### config.mk
export PLATFORM = sky130hd
export DESIGN_NAME = axi_cache_bridge
export DESIGN_NICKNAME = d
export VERILOG_FILES = /design/src/hdl/axi_pkg.sv /design/src/hdl/bridge_pkg.sv /design/src/hdl/axi_read_path.sv /design/src/hdl/axi_write_path.sv /design/src/hdl/axi_cache_bridge.sv
export SDC_FILE = /design/constraint.sdc
export NUM_CORES = 1
export LEC_CHECK = 0
export BUFFER_PORTS_ARGS = -buffer_cell sky130_fd_sc_hd__buf_2
export CORE_AREA = 2 2 351 353
export DETAILED_ROUTE_END_ITERATION = 7
export DIE_AREA = 0 0 353 355
export PLACE_DENSITY_LB_ADDON = 0.3
export SLEW_MARGIN = 10
export SYNTH_ARGS = -nofsm -noshare
export SYNTH_HDL_FRONTEND = slang
export SYNTH_SLANG_ARGS = --single-unit
### constraint.sdc
create_clock -name clk -period 15.2 [get_ports clk]
set_input_delay 2.28 -clock clk [delete_from_list [all_inputs] [get_ports clk]]
set_output_delay 2.28 -clock clk [all_outputs]
set_load 0.02 [all_outputs]
### src/hdl/axi_pkg.sv
package axi_pkg;

	// address bus width on both AR and AW
	localparam int ADDR_W = 32;

	// burst encodings as carried on arburst/awburst
	typedef enum logic [1:0] {
		BURST_FIXED = 2'b00,	// single beat, uncached traffic
		BURST_INCR  = 2'b01	// cache line fills and write-backs
	} burst_e;

	// read IDs tell the bridge where an R beat goes
	localparam logic [3:0] ID_INSTR = 4'd0;
	localparam logic [3:0] ID_DATA  = 4'd1;

	// write response code
	localparam logic [1:0] RESP_OKAY = 2'b00;

endpackage

### src/hdl/bridge_pkg.sv
package bridge_pkg;

	// one bus word, also the cache return width
	typedef logic [31:0] word_t;

	// read side sequencing
	typedef enum logic [1:0] {
		RD_IDLE,	// waiting for a cache request
		RD_ADDR,	// arvalid up
		RD_DATA	// collecting R beats
	} rd_state_e;

	// write side sequencing
	typedef enum logic [1:0] {
		WR_IDLE,	// dc_wr_rdy up
		WR_ADDR,	// awvalid up
		WR_DATA,	// streaming W beats
		WR_RESP	// waiting on B
	} wr_state_e;

endpackage

### src/hdl/axi_read_path.sv
`timescale 1ns/1ps

module axi_read_path #(
	parameter int LINE_WORDS = 16
) (
	input  logic                         clk,
	input  logic                         rst,
	input  logic                         ic_rd_req,
	input  logic [axi_pkg::ADDR_W-1:0]   ic_rd_addr,
	input  logic [2:0]                   ic_rd_size,
	output logic                         ic_rd_rdy,
	input  logic                         dc_rd_req,
	input  logic [axi_pkg::ADDR_W-1:0]   dc_rd_addr,
	input  logic [2:0]                   dc_rd_size,
	input  logic                         dc_uncached,
	output logic                         dc_rd_rdy,
	output logic                         ic_ret_valid,
	output logic                         ic_ret_last,
	output logic                         dc_ret_valid,
	output logic                         dc_ret_last,
	output bridge_pkg::word_t            ret_data,
	input  logic                         wr_busy,
	input  logic [axi_pkg::ADDR_W-1:0]   wr_line_addr,
	output logic [3:0]                   arid,
	output logic [axi_pkg::ADDR_W-1:0]   araddr,
	output logic [3:0]                   arlen,
	output logic [2:0]                   arsize,
	output axi_pkg::burst_e              arburst,
	output logic                         arvalid,
	input  logic                         arready,
	input  logic [3:0]                   rid,
	input  bridge_pkg::word_t            rdata,
	input  logic                         rlast,
	input  logic                         rvalid,
	output logic                         rready
);

	// byte offset bits inside one line
	localparam int OFFS_W = $clog2(LINE_WORDS * 4);

	bridge_pkg::rd_state_e state, state_nxt;

	logic [3:0]                 req_id;
	logic [axi_pkg::ADDR_W-1:0] req_addr;
	logic [2:0]                 req_size;
	logic                       req_unc;

	logic ic_hit, dc_hit;
	logic ic_take, dc_take;
	logic r_beat;

	// a read into the line under write-back has to wait
	assign ic_hit = wr_busy &&
		(ic_rd_addr[axi_pkg::ADDR_W-1:OFFS_W] == wr_line_addr[axi_pkg::ADDR_W-1:OFFS_W]);
	assign dc_hit = wr_busy &&
		(dc_rd_addr[axi_pkg::ADDR_W-1:OFFS_W] == wr_line_addr[axi_pkg::ADDR_W-1:OFFS_W]);

	// data cache first
	assign dc_rd_rdy = (state == bridge_pkg::RD_IDLE) && !dc_hit;
	assign ic_rd_rdy = (state == bridge_pkg::RD_IDLE) && !ic_hit && !dc_rd_req;

	assign dc_take = dc_rd_req && dc_rd_rdy;
	assign ic_take = ic_rd_req && ic_rd_rdy;

	always_comb begin
		state_nxt = state;
		case (state)
			bridge_pkg::RD_IDLE: if (dc_take || ic_take) state_nxt = bridge_pkg::RD_ADDR;
			bridge_pkg::RD_ADDR: if (arready) state_nxt = bridge_pkg::RD_DATA;
			bridge_pkg::RD_DATA: if (rvalid && rlast) state_nxt = bridge_pkg::RD_IDLE;
			default:             state_nxt = bridge_pkg::RD_IDLE;
		endcase
	end

	always_ff @(posedge clk) begin
		if (!rst) begin
			state <= bridge_pkg::RD_IDLE;
		end else begin
			state <= state_nxt;
		end
	end

	// request held steady for the whole burst
	always_ff @(posedge clk) begin
		if (dc_take) begin
			req_id   <= axi_pkg::ID_DATA;
			req_addr <= dc_rd_addr;
			req_size <= dc_rd_size;
			req_unc  <= dc_uncached;
		end else if (ic_take) begin
			req_id   <= axi_pkg::ID_INSTR;
			req_addr <= ic_rd_addr;
			req_size <= ic_rd_size;
			req_unc  <= 1'b0;	// instruction fetch is always a line
		end
	end

	assign arvalid = (state == bridge_pkg::RD_ADDR);
	assign arid    = req_id;
	assign araddr  = req_addr;
	assign arsize  = req_size;
	assign arlen   = req_unc ? 4'd0 : 4'(LINE_WORDS - 1);
	assign arburst = req_unc ? axi_pkg::BURST_FIXED : axi_pkg::BURST_INCR;

	assign rready = (state == bridge_pkg::RD_DATA);
	assign r_beat = rvalid && rready;

	// steer by rid, same cycle
	assign ic_ret_valid = r_beat && (rid == axi_pkg::ID_INSTR);
	assign dc_ret_valid = r_beat && (rid == axi_pkg::ID_DATA);
	assign ic_ret_last  = ic_ret_valid && rlast;
	assign dc_ret_last  = dc_ret_valid && rlast;
	assign ret_data     = rdata;

endmodule

### src/hdl/axi_write_path.sv
`timescale 1ns/1ps

module axi_write_path #(
	parameter int LINE_WORDS = 16
) (
	input  logic                         clk,
	input  logic                         rst,
	input  logic                         dc_wr_req,
	input  logic                         dc_uncached,
	input  logic [axi_pkg::ADDR_W-1:0]   dc_wr_addr,
	input  logic [2:0]                   dc_wr_size,
	input  logic [3:0]                   dc_wr_strb,
	input  logic [LINE_WORDS*32-1:0]     dc_wr_line,
	input  bridge_pkg::word_t            dc_wr_word,
	output logic                         dc_wr_rdy,
	output logic [3:0]                   awid,
	output logic [axi_pkg::ADDR_W-1:0]   awaddr,
	output logic [3:0]                   awlen,
	output logic [2:0]                   awsize,
	output axi_pkg::burst_e              awburst,
	output logic                         awvalid,
	input  logic                         awready,
	output logic [3:0]                   wid,
	output bridge_pkg::word_t            wdata,
	output logic [3:0]                   wstrb,
	output logic                         wlast,
	output logic                         wvalid,
	input  logic                         wready,
	input  logic [1:0]                   bresp,
	input  logic                         bvalid,
	output logic                         bready,
	output logic                         wr_busy,
	output logic [axi_pkg::ADDR_W-1:0]   wr_line_addr
);

	localparam int CNT_W = (LINE_WORDS > 1) ? $clog2(LINE_WORDS) : 1;

	bridge_pkg::wr_state_e state, state_nxt;

	logic [axi_pkg::ADDR_W-1:0] addr_q;
	logic [2:0]                 size_q;
	logic [3:0]                 strb_q;
	logic                       unc_q;
	logic [LINE_WORDS*32-1:0]   line_q;	// low word goes out first
	bridge_pkg::word_t          word_q;
	logic [CNT_W-1:0]           beat_cnt;

	logic take;
	logic w_beat;

	assign dc_wr_rdy = (state == bridge_pkg::WR_IDLE);
	assign take      = dc_wr_req && dc_wr_rdy;
	assign w_beat    = wvalid && wready;

	always_comb begin
		state_nxt = state;
		case (state)
			bridge_pkg::WR_IDLE: if (dc_wr_req) state_nxt = bridge_pkg::WR_ADDR;
			bridge_pkg::WR_ADDR: if (awready) state_nxt = bridge_pkg::WR_DATA;
			bridge_pkg::WR_DATA: if (w_beat && wlast) state_nxt = bridge_pkg::WR_RESP;
			bridge_pkg::WR_RESP: if (bvalid) state_nxt = bridge_pkg::WR_IDLE;
			default:             state_nxt = bridge_pkg::WR_IDLE;
		endcase
	end

	always_ff @(posedge clk) begin
		if (!rst) begin
			state    <= bridge_pkg::WR_IDLE;
			beat_cnt <= '0;
		end else begin
			state <= state_nxt;
			if (take)
				beat_cnt <= '0;
			else if (w_beat)
				beat_cnt <= beat_cnt + 1'b1;
		end
	end

	// request capture
	always_ff @(posedge clk) begin
		if (take) begin
			addr_q <= dc_wr_addr;
			size_q <= dc_wr_size;
			strb_q <= dc_wr_strb;
			unc_q  <= dc_uncached;
			word_q <= dc_wr_word;
		end
	end

	// line buffer, shifts only when a beat is taken
	always_ff @(posedge clk) begin
		if (take)
			line_q <= dc_wr_line;
		else if (w_beat)
			line_q <= line_q >> 32;
	end

	// AW channel
	assign awvalid = (state == bridge_pkg::WR_ADDR);
	assign awid    = axi_pkg::ID_DATA;
	assign awaddr  = addr_q;
	assign awsize  = size_q;
	assign awlen   = unc_q ? 4'd0 : 4'(LINE_WORDS - 1);
	assign awburst = unc_q ? axi_pkg::BURST_FIXED : axi_pkg::BURST_INCR;

	// W channel
	assign wvalid = (state == bridge_pkg::WR_DATA);
	assign wid    = axi_pkg::ID_DATA;
	assign wdata  = unc_q ? word_q : line_q[31:0];
	assign wstrb  = strb_q;
	assign wlast  = unc_q || (beat_cnt == CNT_W'(LINE_WORDS - 1));	// single beat when uncached

	assign bready = (state == bridge_pkg::WR_RESP);

	// seen by the read path for the conflict check
	assign wr_busy      = (state != bridge_pkg::WR_IDLE);
	assign wr_line_addr = addr_q;

endmodule

### src/hdl/axi_cache_bridge.sv
`timescale 1ns/1ps

module axi_cache_bridge #(
	parameter int LINE_WORDS = 16
) (
	input  logic                         clk,
	input  logic                         rst,
	// instruction cache
	input  logic                         ic_rd_req,
	input  logic [axi_pkg::ADDR_W-1:0]   ic_rd_addr,
	input  logic [2:0]                   ic_rd_size,
	output logic                         ic_rd_rdy,
	output logic                         ic_ret_valid,
	output logic                         ic_ret_last,
	output bridge_pkg::word_t            ic_ret_data,
	// data cache
	input  logic                         dc_rd_req,
	input  logic [axi_pkg::ADDR_W-1:0]   dc_rd_addr,
	input  logic [2:0]                   dc_rd_size,
	input  logic                         dc_uncached,	// shared by read and write
	output logic                         dc_rd_rdy,
	output logic                         dc_ret_valid,
	output logic                         dc_ret_last,
	output bridge_pkg::word_t            dc_ret_data,
	input  logic                         dc_wr_req,
	input  logic [axi_pkg::ADDR_W-1:0]   dc_wr_addr,
	input  logic [2:0]                   dc_wr_size,
	input  logic [3:0]                   dc_wr_strb,
	input  logic [LINE_WORDS*32-1:0]     dc_wr_line,
	input  bridge_pkg::word_t            dc_wr_word,
	output logic                         dc_wr_rdy,
	// AXI master
	output logic [3:0]                   arid,
	output logic [axi_pkg::ADDR_W-1:0]   araddr,
	output logic [3:0]                   arlen,
	output logic [2:0]                   arsize,
	output axi_pkg::burst_e              arburst,
	output logic                         arvalid,
	input  logic                         arready,
	input  logic [3:0]                   rid,
	input  bridge_pkg::word_t            rdata,
	input  logic                         rlast,
	input  logic                         rvalid,
	output logic                         rready,
	output logic [3:0]                   awid,
	output logic [axi_pkg::ADDR_W-1:0]   awaddr,
	output logic [3:0]                   awlen,
	output logic [2:0]                   awsize,
	output axi_pkg::burst_e              awburst,
	output logic                         awvalid,
	input  logic                         awready,
	output logic [3:0]                   wid,
	output bridge_pkg::word_t            wdata,
	output logic [3:0]                   wstrb,
	output logic                         wlast,
	output logic                         wvalid,
	input  logic                         wready,
	input  logic                         bvalid,
	output logic                         bready
);

	bridge_pkg::word_t          ret_data;
	logic                       wr_busy;
	logic [axi_pkg::ADDR_W-1:0] wr_line_addr;

	// both caches see the same R data, valid tells them apart
	assign ic_ret_data = ret_data;
	assign dc_ret_data = ret_data;

	axi_read_path #(.LINE_WORDS(LINE_WORDS)) u_read (
		.clk, .rst,
		.ic_rd_req, .ic_rd_addr, .ic_rd_size, .ic_rd_rdy,
		.dc_rd_req, .dc_rd_addr, .dc_rd_size, .dc_uncached, .dc_rd_rdy,
		.ic_ret_valid, .ic_ret_last, .dc_ret_valid, .dc_ret_last,
		.ret_data,
		.wr_busy, .wr_line_addr,	// line conflict hold
		.arid, .araddr, .arlen, .arsize, .arburst, .arvalid, .arready,
		.rid, .rdata, .rlast, .rvalid, .rready
	);

	axi_write_path #(.LINE_WORDS(LINE_WORDS)) u_write (
		.clk, .rst,
		.dc_wr_req, .dc_uncached, .dc_wr_addr, .dc_wr_size, .dc_wr_strb,
		.dc_wr_line, .dc_wr_word, .dc_wr_rdy,
		.awid, .awaddr, .awlen, .awsize, .awburst, .awvalid, .awready,
		.wid, .wdata, .wstrb, .wlast, .wvalid, .wready,
		.bresp(axi_pkg::RESP_OKAY),	// no bresp pin at this level
		.bvalid, .bready,
		.wr_busy, .wr_line_addr
	);

endmodule

==> results.md, run 1 <==
* Outcome: complete, no violations
* Largest net degree at the start of global routing at 163
* GP Congestion at 0.861
* CTS tree: yes
* DRT Pass-1 Iters at 5
* HPWL Detailed at 69.5 mm
* Synth warn at 0
* WL final at 93.4 mm
* Synth Instances at 2514
* Synth cell types at 38
* Worst clock skew at 38.0 ps
* Unrepaired setup endpoints after global routing: false
* Cell Rows at 128
* ANT nets after route at 0
* Critical path startpoint category: primary input
* CP arrival at 4000 ps
* Crit-path max FO at 2
* Io pins at 908
* Antenna violations before repair at 75
* Max-cap violations at 0
* Worst-Margin Slew at 1140 ps
* Clk slew on worst S/H paths at 50 ps
* Global Route Usage Sum at 14.4%
* Final period util at 41.3%
* Area share of the largest cell type after synthesis at 68.3%
* Synthesis-to-layout area growth at 28.2%
* Post-Syn Area at 27300 um^2
* Met1 Resource Use GR at 18.0%
* Clk Tree Root Cell: clkbuf_16
* GRT met3 Usage at 6.24%
* CP required at 12920 ps
* CTS max path bufs at 3
* Max VDD drop at 0.135 mV
* Fin cells at 4938
* Worst slew margin at 24.1%
* Via Count at 19900
* Starting density of the core at 22.5%
* Vias in the first global route at 19800
* Mapped Avg Cell Area at 10.8 um^2
* CP Capture Type: output port
* Cell taking the most area after synthesis: edfxtp_1
* Total power at 7060 uW
* Leak at 0.0156 uW
* Slew Limit Fails at 0
* # Post-CTS Setup Buffers at 0
* Crit path time final at 6280 ps
* WL per Instance at 18.9 um
* Placed insts at 4762
* Pwr per Cell Area at 202 nW/um^2
* Core ar. at 121000 um^2
* Post-CTS Hold Buffers at 0
* Global-route wire length before repair at 133 mm
* Die area at 125000 um^2
* Vias per Instance at 4.03
* Final-layout fill cell count at 12900
* Nets at 3922
* Setup TNS at 0 ps
* Global routing usage on met2 at 22.3%
* Setup slack, reg-to-reg at 10240 ps
* Total grt overflow at 0
* CTS Buf Count at 77
* Clk_lat worst skew at 660 ps
* H-tree depth at 3
* Fin. Hold Viols at 0
* Most Crowded Layer GR: met2
* Seq/Total Area, Yosys at 68.9%
* #FFs+latches synth at 629
* WS Path Type: in2out
* Die Y at 355 um
* Layout cells sized above 1 at 30.2%
* Drt initial violations at 1504
* # setup viols final at 0
* PostCTS Resize Cnt at 0
* Die width at 353 um
* WHS at 473 ps
* Worst min path class: reg2reg
* Residual DRC at 0
* Port buffer count at 798
* Synth top area cells: edfxtp_1 (68%), nand2_1 (20%), mux2_2 (2.5%)
* Fmax at 159 MHz
* Clock sink total at 629
==> Yosys cell counts (all sizes together) <==
cell type,count
nand3,5
a22oi,1
clkbuf,114
a31o,1
dfxtp,9
xor2,52
and3,33
nor4,13
o22ai,1
edfxtp,620
xnor2,2
mux2,67
and4b,1
or3,1
nor2,9
o21ba,1
ha,5
inv,11
mux2i,1
nand4,2
and2,1
a221oi,1
nor3,5
nor2b,4
o221ai,1
o21ai,3
o41ai,1
nor3b,1
conb,2
nand3b,1
buf,92
a21oi,2
nand2,1451
==> per-layer routing <==
| metal | up-vias | wire [um] |
|---|---|---|
| met2 | 750 | 41200 |
| met3 | 212 | 9070 |
| met1 | 9216 | 39700 |
| met4 | 84 | 2840 |
| li1 | 9658 | - |
| met5 | - | 542 |
==> placed cells by master, fill, tap and decap left out, drive strengths merged, types with 2 or more instances in the layout <==
cell / netlist / routed
nor2b: 4 / 4
conb: 2 / 13
inv: 11 / 13
nor4: 13 / 13
nand2: 1451 / 1451
clkbuf: 114 / 97
a21oi: 2 / 2
diode: 0 / 38
nor2: 9 / 9
mux2: 67 / 67
nor3: 5 / 5
clkinv: 0 / 34
xnor2: 2 / 2
xor2: 52 / 52
edfxtp: 620 / 620
nand3: 5 / 5
ha: 5 / 5
nand4: 2 / 2
buf: 92 / 818
and3: 33 / 33
o21ai: 3 / 3
bufinv: 0 / 4
dfxtp: 9 / 9
==> through the flow <==
stage	cell area [um^2]	setup slack, ps	util (%)
2_1_floorplan	27300	233	-
3_3_place_gp	32500	8610	26.7
3_5_place_dp	32500	8610	26.7
4_1_cts	34900	9000	28.7
5_1_grt	34900	8900	28.8
6_report	35000	8920	28.8
==> registers in the layout, summed over array words and instances (netlist names) <==
| name | flops |
|---|---|
| u_write.line_q | 512 |
| u_read.araddr | 32 |
| u_write.awaddr | 32 |
| u_write.word_q | 32 |
| u_write.beat_cnt | 4 |
| u_write.wstrb | 4 |
| u_read.arsize | 3 |
| u_write.awsize | 3 |
| u_read.state | 2 |
| u_write.state | 2 |
| u_read.arid | 1 |
| u_read.req_unc | 1 |
| u_write.unc_q | 1 |
==> power breakdown <==
group	internal, uW	switching (uW)	total, uW
combinational	545	1400	1940
clock	1010	761	1770
sequential	3050	293	3350
total	4610	2450	7060
==> area by class of cell <==
cell class,count,area [um^2],area share (%)
clock inverters,41,418,1.20
clock buffers,97,2000,5.72
inverters,11,48.8,0.140
well taps,1625,2030,5.81
multi-input cells,1679,7390,21.1
flip-flops and latches,629,18800,53.8
diodes,38,95.1,0.272
repair buffers,818,4180,12.0
==> kinds of logic after synthesis <==
kind of cell	count (synthesis)	synth area share, %
adders and majority gates	5	0.229
and+or+nand+nor	1527	21.6
xor gates and xnor gates	54	1.73
AOI/OAI and AO/OA	12	0.335
DFF	629	68.9
buffers and inverters	217	4.26
muxes	68	2.89
other	2	0.0275
==> worst max-delay path, stage by stage <==
cell and delay, ps:
buf_2 110, xor2_1 150, nor4_1 560, nand4_1 280, nor4_1 360, nor3_1 80, buf_2 180
==> final timing paths <==
check,cells past startpoint,start,to
setup / recovery,7,dc_rd_addr[9],dc_rd_rdy
hold / removal,2,u_write.beat_cnt[1],u_write.beat_cnt[1]
setup reg to reg,7,u_write.state[0],u_write.awaddr[4]
hold reg to reg,2,u_write.beat_cnt[1],u_write.beat_cnt[1]
No activity file was read; power rests on OpenSTA's default activity.
==> run 2, diff against run 1 <==
Clock period 15.2 ns to 5.37 ns, I/O delays scaled along.
==> run 2 against run 1 <==
Compared with the run above: non-clock buffer count grew 15; critical path depth grew 1; cell count is essentially flat; clock skew grew 10 ps; routed wire length grew 0.15%; sequential cell count is the same; worst hold slack lost 150 ps; sequential share of layout area shrank 0.25 points; combinational power grew to 2.9 times the previous value.
==> results.md, run 2 (same netlist as run 1, synthesis figures left out) <==
* # Post-CTS Setup Buffers at 0 (unchanged)
* Crit path time final at 4210 ps
* Via Count at 19900 (+0.090%)
* Top cell by count, worst path: nor4_1
* DRT Pass-1 Iters at 5 (unchanged)
* Synthesis-to-layout area growth at 28.8%
* WL per Instance at 19.0 um (+0.19%)
* Total power at 20200 uW (+190%)
* HPWL Detailed at 70.0 mm (+0.71%)
* Sequential share of power at 46.9% (-0.5 points)
* Worst min path class: in2reg
* Hold Path Depth at 1 (-1)
* Outcome: complete, no violations
* Crit-path max FO at 38 (+36)
* Post-CTS Hold Buffers at 0 (unchanged)
* Die width at 353 um (unchanged)
* Residual DRC at 0 (unchanged)
* Buf+Inv Stages, Crit Path at 3 (+1)
* CP required at 4560 ps (-8360 ps)
* Design area at 35100 um^2 (+0.48%)
* Nets at 3937 (+0.38%)
* Most common cell after layout, fill and taps aside: nand2_1
* GP Congestion at 0.853 (-1.0%)
* Worst clock skew at 48.1 ps (+10.1 ps)
* Starting density of the core at 22.5% (unchanged)
* WL final at 93.5 mm (+0.15%)
* Critical Path Start: u_write.state[0]
* Clk Tree Root Cell: clkbuf_16
* CP Cell Sequence: inv_1 > ha_1 > buf_4 > nor4_1 > nand4_1 > nor4_1 > nor3_1 > buf_2
* Die Y at 355 um (unchanged)
* Reg2reg path depth at 9 (+2)
* Worst-Margin Slew at 1070 ps (-71.9 ps)
* Slew Limit Fails at 0 (unchanged)
* Layout cells sized above 1 at 30.8% (+0.63 points)
* Total grt overflow at 0 (unchanged)
* HP Start: dc_wr_addr[10]
* Clock sink total at 629 (unchanged)
* Global-route wire length before repair at 133 mm (-0.34%)
* Vias per Instance at 4.04 (+0.13%)
* Max-cap violations at 0 (unchanged)
* CTS tree: yes
* Internal power at 13200 uW (+190%)
* Port buffer count at 798 (unchanged)
* PostCTS Resize Cnt at 0 (unchanged)
* DP Area at 32600 um^2 (+0.57%)
* Hold EP: u_write.awaddr[10]
* Vias in the first global route at 19800 (unchanged)
* Switching share of total power at 34.7% (-0.052 points)
* Die area at 125000 um^2 (unchanged)
* CTS Buf Count at 77 (unchanged)
* Clk slew on worst S/H paths at 60 ps (about the same)
* Global Route Usage Sum at 14.4% (-0.028 points)
* Crit-path slowest cell: nor4_1
* Most frequent cells in the layout: nand2_1 (1449), buf_2 (798), edfxtp_1 (620), clkbuf_16 (77), mux2_2 (61)
* Setup slack, reg-to-reg at 1980 ps (-8260 ps)
* Slowest stage delay, CP at 870 ps (+310 ps)
* H-tree depth at 3 (unchanged)
* Core ar. at 121000 um^2 (unchanged)
* Fin. Hold Viols at 0 (unchanged)
* Largest net degree at the start of global routing at 172 (+5.5%)
* Critical path startpoint category: flop
* Max VDD drop at 0.266 mV (+97%)
* Final period util at 78.4%
* Most flop-heavy register: u_write.line_q
* Fmax at 238 MHz
* Io pins at 908 (unchanged)
* ANT nets after route at 0 (unchanged)
* Leak at 0.0158 uW (+0.87%)
* Comb power frac at 27.8% (+0.3 points)
* Clk_lat worst skew at 650 ps (about the same)
* CTS max path bufs at 3 (unchanged)
* Drt initial violations at 1562 (+3.9%)
* Max FFs per register at 512 (unchanged)
* WS Path Type: reg2out
* Antenna violations before repair at 52 (-31%)
* Reg2Reg Launch Point: u_write.state[0]
* Pwr per Cell Area at 574 nW/um^2 (+180%)
* # setup viols final at 0 (unchanged)
* Worst slew margin at 28.9% (+4.8 points)
* Switching power at 6990 uW (+190%)
* CP Capture Type: output port
* Clk pwr share at 25.3% (+0.2 points)
* Setup TNS at 0 ps (unchanged)
* Unrepaired setup endpoints after global routing: false
* Cell Rows at 128 (unchanged)
* CP top delay family: simple AND/OR/NAND/NOR gates
* RR Endpoint: u_read.arsize[2]
* CP arrival at 3400 ps (-600 ps)
[run 2: power groups by stage]
stage	registers (uW)	logic (uW)	clock network [uW]
4_1_cts	9520	5770	5270
5_1_grt	9660	6370	5430
6_report	9470	5600	5100
2_1_floorplan	9380	3620	0
3_5_place_dp	9600	5740	0
3_3_place_gp	9580	5690	0
[run 2: worst max path at each step]
stage | to | slack [ps] | cells after the start
floorplan | u_read.araddr[0] | 1140 | 5
global placement | dc_rd_rdy | 1640 | 7
detailed placement | dc_rd_rdy | 1670 | 7
CTS | dc_rd_rdy | 1180 | 8
global route | dc_rd_rdy | 1000 | 8
finish | dc_rd_rdy | 1160 | 8
[run 2: worst reg2reg max path: cells and delay by family (launching register included)]
| kind | cells | cell delay, ps |
|---|---|---|
| AOI/OAI and AO/OA | 2 | 600 |
| and+or+nand+nor | 2 | 660 |
| DFF | 1 | 380 |
| adders and majority gates | 1 | 190 |
| buffers and inverters | 4 | 1220 |
[run 2: routing by layer]
layer	vias to the layer above	GRT usage (%)	part of all wire, %
li1	9655	-	-
met1	9260	18.1	42
met2	758	22.7	45
met3	191	5.78	9.6
met4	74	3.98	2.4
met5	-	0	0.54
[run 2: stage by stage]
stage	utilization, %	cells	worst slack, ps	hold WS, ps
global route	28.9	4926	1000	274
detailed placement	26.9	4777	1670	471
global placement	26.9	4777	1640	466
floorplan	-	2525	1140	454
CTS	28.9	4917	1180	257
finish	28.9	4936	1160	324
[run 2: area by class of cell]
class / instances / area [um^2]
Antenna cell: 19 / 47.5
Clock buffer: 97 / 2010
Clock inverter: 43 / 438
Fill cell: 13000 / 86300
Inverter: 11 / 48.8
Multi-Input combinational cell: 1679 / 7400
Sequential cell: 629 / 18800
Tap cell: 1625 / 2030
Timing Repair Buffer: 833 / 4360
==> run 3, diff against run 2 <==
Settings changed: ABC_AREA set to 1, CORE_AREA 2 2 351 353 to 2 2 356 358, DIE_AREA 0 0 353 355 to 0 0 358 360.
Clock period 5.37 ns to 4.3 ns, I/O delays scaled along.
==> run 3 against run 2 <==
Compared with the run above: sequential power up 19%; critical endpoint is now ic_rd_rdy; first-iteration DRC count down 2.8%; sequential cell count unchanged; core utilization down 0.38 points.
==> results.md, run 3 <==
* Outcome: complete, no violations
* Flip-flop and latch area at 18800 um^2 (unchanged)
* Clk Tree Root Cell: clkbuf_16
* WL final at 92.4 mm (-1.3%)
* Synth warn at 0 (unchanged)
* Worst clock skew at 33.8 ps (-14.3 ps)
* RR Endpoint: u_read.araddr[9]
* Switching share of total power at 33.0% (-1.7 points)
* Most flop-heavy register: u_write.line_q
* H-tree depth at 3 (unchanged)
* Final-layout fill cell count at 13400 (+3.3%)
* Layout cells sized above 1 at 26.4% (-4.4 points)
* Port buffer count at 798 (unchanged)
* Synth Instances at 2836 (+13%)
* Seq/Total Area, Yosys at 67.7% (-1.2 points)
* Die width at 358 um (+1.4%)
* Layout Utilization at 28.6% (-0.38 points)
* Crit-path max FO at 6 (-84%)
* Mapped Avg Cell Area at 9.79 um^2 (-9.8%)
* Cell Rows at 130 (+1.6%)
* CP arrival at 2290 ps (-1110 ps)
* Setup slack, reg-to-reg at 1530 ps (-450 ps)
* Post-Syn Area at 27800 um^2 (+1.8%)
* Commonest cells post-synth: nand2_1 (1692), edfxtp_1 (620), inv_1 (132), buf_4 (88), clkbuf_1 (70)
* End point of the critical path: ic_rd_rdy
* Comb power frac at 26.1% (-1.7 points)
* # Post-CTS Setup Buffers at 0 (unchanged)
* Largest net degree at the start of global routing at 181 (+5.2%)
* Worst min path class: in2reg
* Setup TNS at 0 ps (unchanged)
* CP Capture Type: output port
* # setup viols final at 0 (unchanged)
* Residual DRC at 0 (unchanged)
* Worst slew margin at 41.3% (+12 points)
* CTS Buf Count at 77 (unchanged)
* DP Area at 33200 um^2 (+1.8%)
* Area share of the largest cell type after synthesis at 67.1% (-1.2 points)
* WL per Instance at 17.4 um (-8.1%)
* Async SR Flop Fraction at 0% (unchanged)
* DRT Pass-1 Iters at 7 (+2)
* Cell taking the most area after synthesis: edfxtp_1
* Via Count at 21000 (+5.2%)
* Critical Path Start: u_write.state[0]
* Clk_lat worst skew at 650 ps (about the same)
* Global Route Usage Sum at 13.8% (-0.57 points)
* Worst-Margin Slew at 881 ps (-186 ps)
* Io pins at 908 (unchanged)
* Clock sink total at 629 (unchanged)
* Post-CTS Hold Buffers at 0 (unchanged)
* Unrepaired setup endpoints after global routing: false
* Most common cell after layout, fill and taps aside: nand2_1
* Vias per Instance at 3.95 (-2.1%)
* Core ar. at 125000 um^2 (+2.9%)
* Slew Limit Fails at 0 (unchanged)
* Die Y at 360 um (+1.4%)
* Critical path startpoint category: flop
* Most frequent cells in the layout: nand2_1 (1691), buf_2 (798), edfxtp_1 (620), inv_1 (132), clkbuf_16 (79)
* Die area at 129000 um^2 (+2.8%)
* #FFs+latches synth at 629 (unchanged)
* Vias in the first global route at 21000 (+5.7%)
* CTS max path bufs at 3 (unchanged)
* Sequential share of power at 47.8% (+0.9 points)
* Synthesis-to-layout area growth at 28.6%
* Final period util at 68.2%
* Global-route wire length before repair at 133 mm (+0.15%)
* Most instantiated library cell after synthesis: nand2_1
* Top_reg_cell synth: edfxtp_1
* Clk slew on worst S/H paths at 60 ps (about the same)
* Antenna violations before repair at 81 (+56%)
* Nets at 4266 (+8.4%)
* Max FFs per register at 512 (unchanged)
* Leak at 0.0166 uW (+5.0%)
* Total grt overflow at 0 (unchanged)
* HPWL Detailed at 69.5 mm (-0.82%)
* GP Congestion at 0.908 (+6.5%)
* Number of flops mapped to enable cells by yosys at 620 (unchanged)
* ANT nets after route at 0 (unchanged)
* Design area at 35700 um^2 (+1.6%)
* Crit path time final at 2930 ps
* Pwr per Cell Area at 662 nW/um^2 (+15%)
* Reg2Reg Launch Point: u_write.state[0]
* Fin. Hold Viols at 0 (unchanged)
* Synth top area cells: edfxtp_1 (67%), nand2_1 (23%), buf_4 (2.4%)
* Hold Path Depth at 1 (unchanged)
* PostCTS Resize Cnt at 0 (unchanged)
* Switching power at 7790 uW (+11%)
* Max-cap violations at 0 (unchanged)
* Synth cell types at 31 (-18%)
* CP required at 3650 ps (-910 ps)
* Fmax at 341 MHz
* Drt initial violations at 1518 (-2.8%)
* Max VDD drop at 0.338 mV (+27%)
* Reg2reg path depth at 11 (+2)
* Internal power at 15800 uW (+20%)
* WS Path Type: reg2out
* Clk pwr share at 26.1% (+0.8 points)
* Area of the multi-input gates at 7300 um^2 (-1.3%)
* CTS tree: yes
* Starting density of the core at 22.2% (-0.25 points)
-- run 3: cell count changes after synthesis, moves of 6 or more --
cell,delta
nor4_1,-10
mux2_2,-61
nand2_1,+241
buf_2,+38
clkbuf_1,-44
mux2_4,-6
a21oi_1,+7
nor2_1,+57
and3_1,-33
xnor2_1,+14
o21ai_0,+34
inv_1,+121
xor2_1,-52
buf_1,+7
-- run 3: kinds of logic (layout without fill, tap and decap cells) --
kind of cell | count (synthesis) | count (layout) | share of synthesized area (%)
AOI/OAI and AO/OA | 56 | 56 | 1.10
xor gates and xnor gates | 16 | 16 | 0.505
adders and majority gates | 5 | 5 | 0.225
buffers and inverters | 350 | 1122 | 6.21
DFF | 629 | 629 | 67.7
other | 2 | 50 | 0.0271
and+or+nand+nor | 1778 | 1778 | 24.2
-- run 3: per-stage QoR --
| stage | hold slack (ps) | total power (uW) | setup WS (ps) | instances |
|---|---|---|---|---|
| after global routing | 127 | 25200 | 1210 | 5284 |
| after detailed placement | 443 | 17800 | 1460 | 5131 |
| after floorplan | 447 | 15300 | 160 | 2847 |
| final | 175 | 23600 | 1370 | 5306 |
| after CTS | 111 | 24100 | 1310 | 5269 |
| after global placement | 462 | 17700 | 1490 | 5131 |
-- run 3: how the worst min path moves through the flow --
stage,start,end,slack (ps)
after floorplan,u_write.beat_cnt[0],u_write.beat_cnt[0],450
after global placement,u_read.arid[0],u_read.arid[0],460
after detailed placement,u_read.arid[0],u_read.arid[0],440
after CTS,dc_wr_word[2],u_write.word_q[2],110
after global routing,dc_wr_word[1],u_write.word_q[1],130
final,dc_wr_word[2],u_write.word_q[2],180
-- run 3: cell type report --
class	instances	area share, %
well taps	1650	5.79
multi-input cells	1868	20.5
repair buffers	844	12.7
diodes	37	0.259
clock buffers	102	5.81
inverters	140	1.49
flip-flops and latches	629	52.7
clock inverters	36	0.813
-- run 3: worst max-delay path, cell delays in order, from the launching register on --
cell and delay [ps]:
dfxtp_1 360, inv_1 90, ha_1 360, nor2_1 150, nand2_1 60, nor2_1 80
nand2_1 60, nor2_1 110, nand2_1 100, nand2_1 80, nor2_1 40, buf_2 160
-- run 3: power by group through the flow --
stage / Combinational, uW / Sequential [uW] / Clock [uW]
global route: 7090 / 11500 / 6590
floorplan: 3940 / 11300 / 0
global placement: 6290 / 11400 / 0
finish: 6180 / 11300 / 6160
detailed placement: 6350 / 11500 / 0
CTS: 6360 / 11300 / 6370
-- run 3: layer usage --
layer  vias to the layer above  part of all wire [%]  global-route usage [%]
met5                         -                  0.70                       0
met1                      9384                    42                    17.3
met4                       100                   2.9                    4.28
li1                      10500                     -                       -
met3                       230                    11                    5.88
met2                       799                    44                    21.4
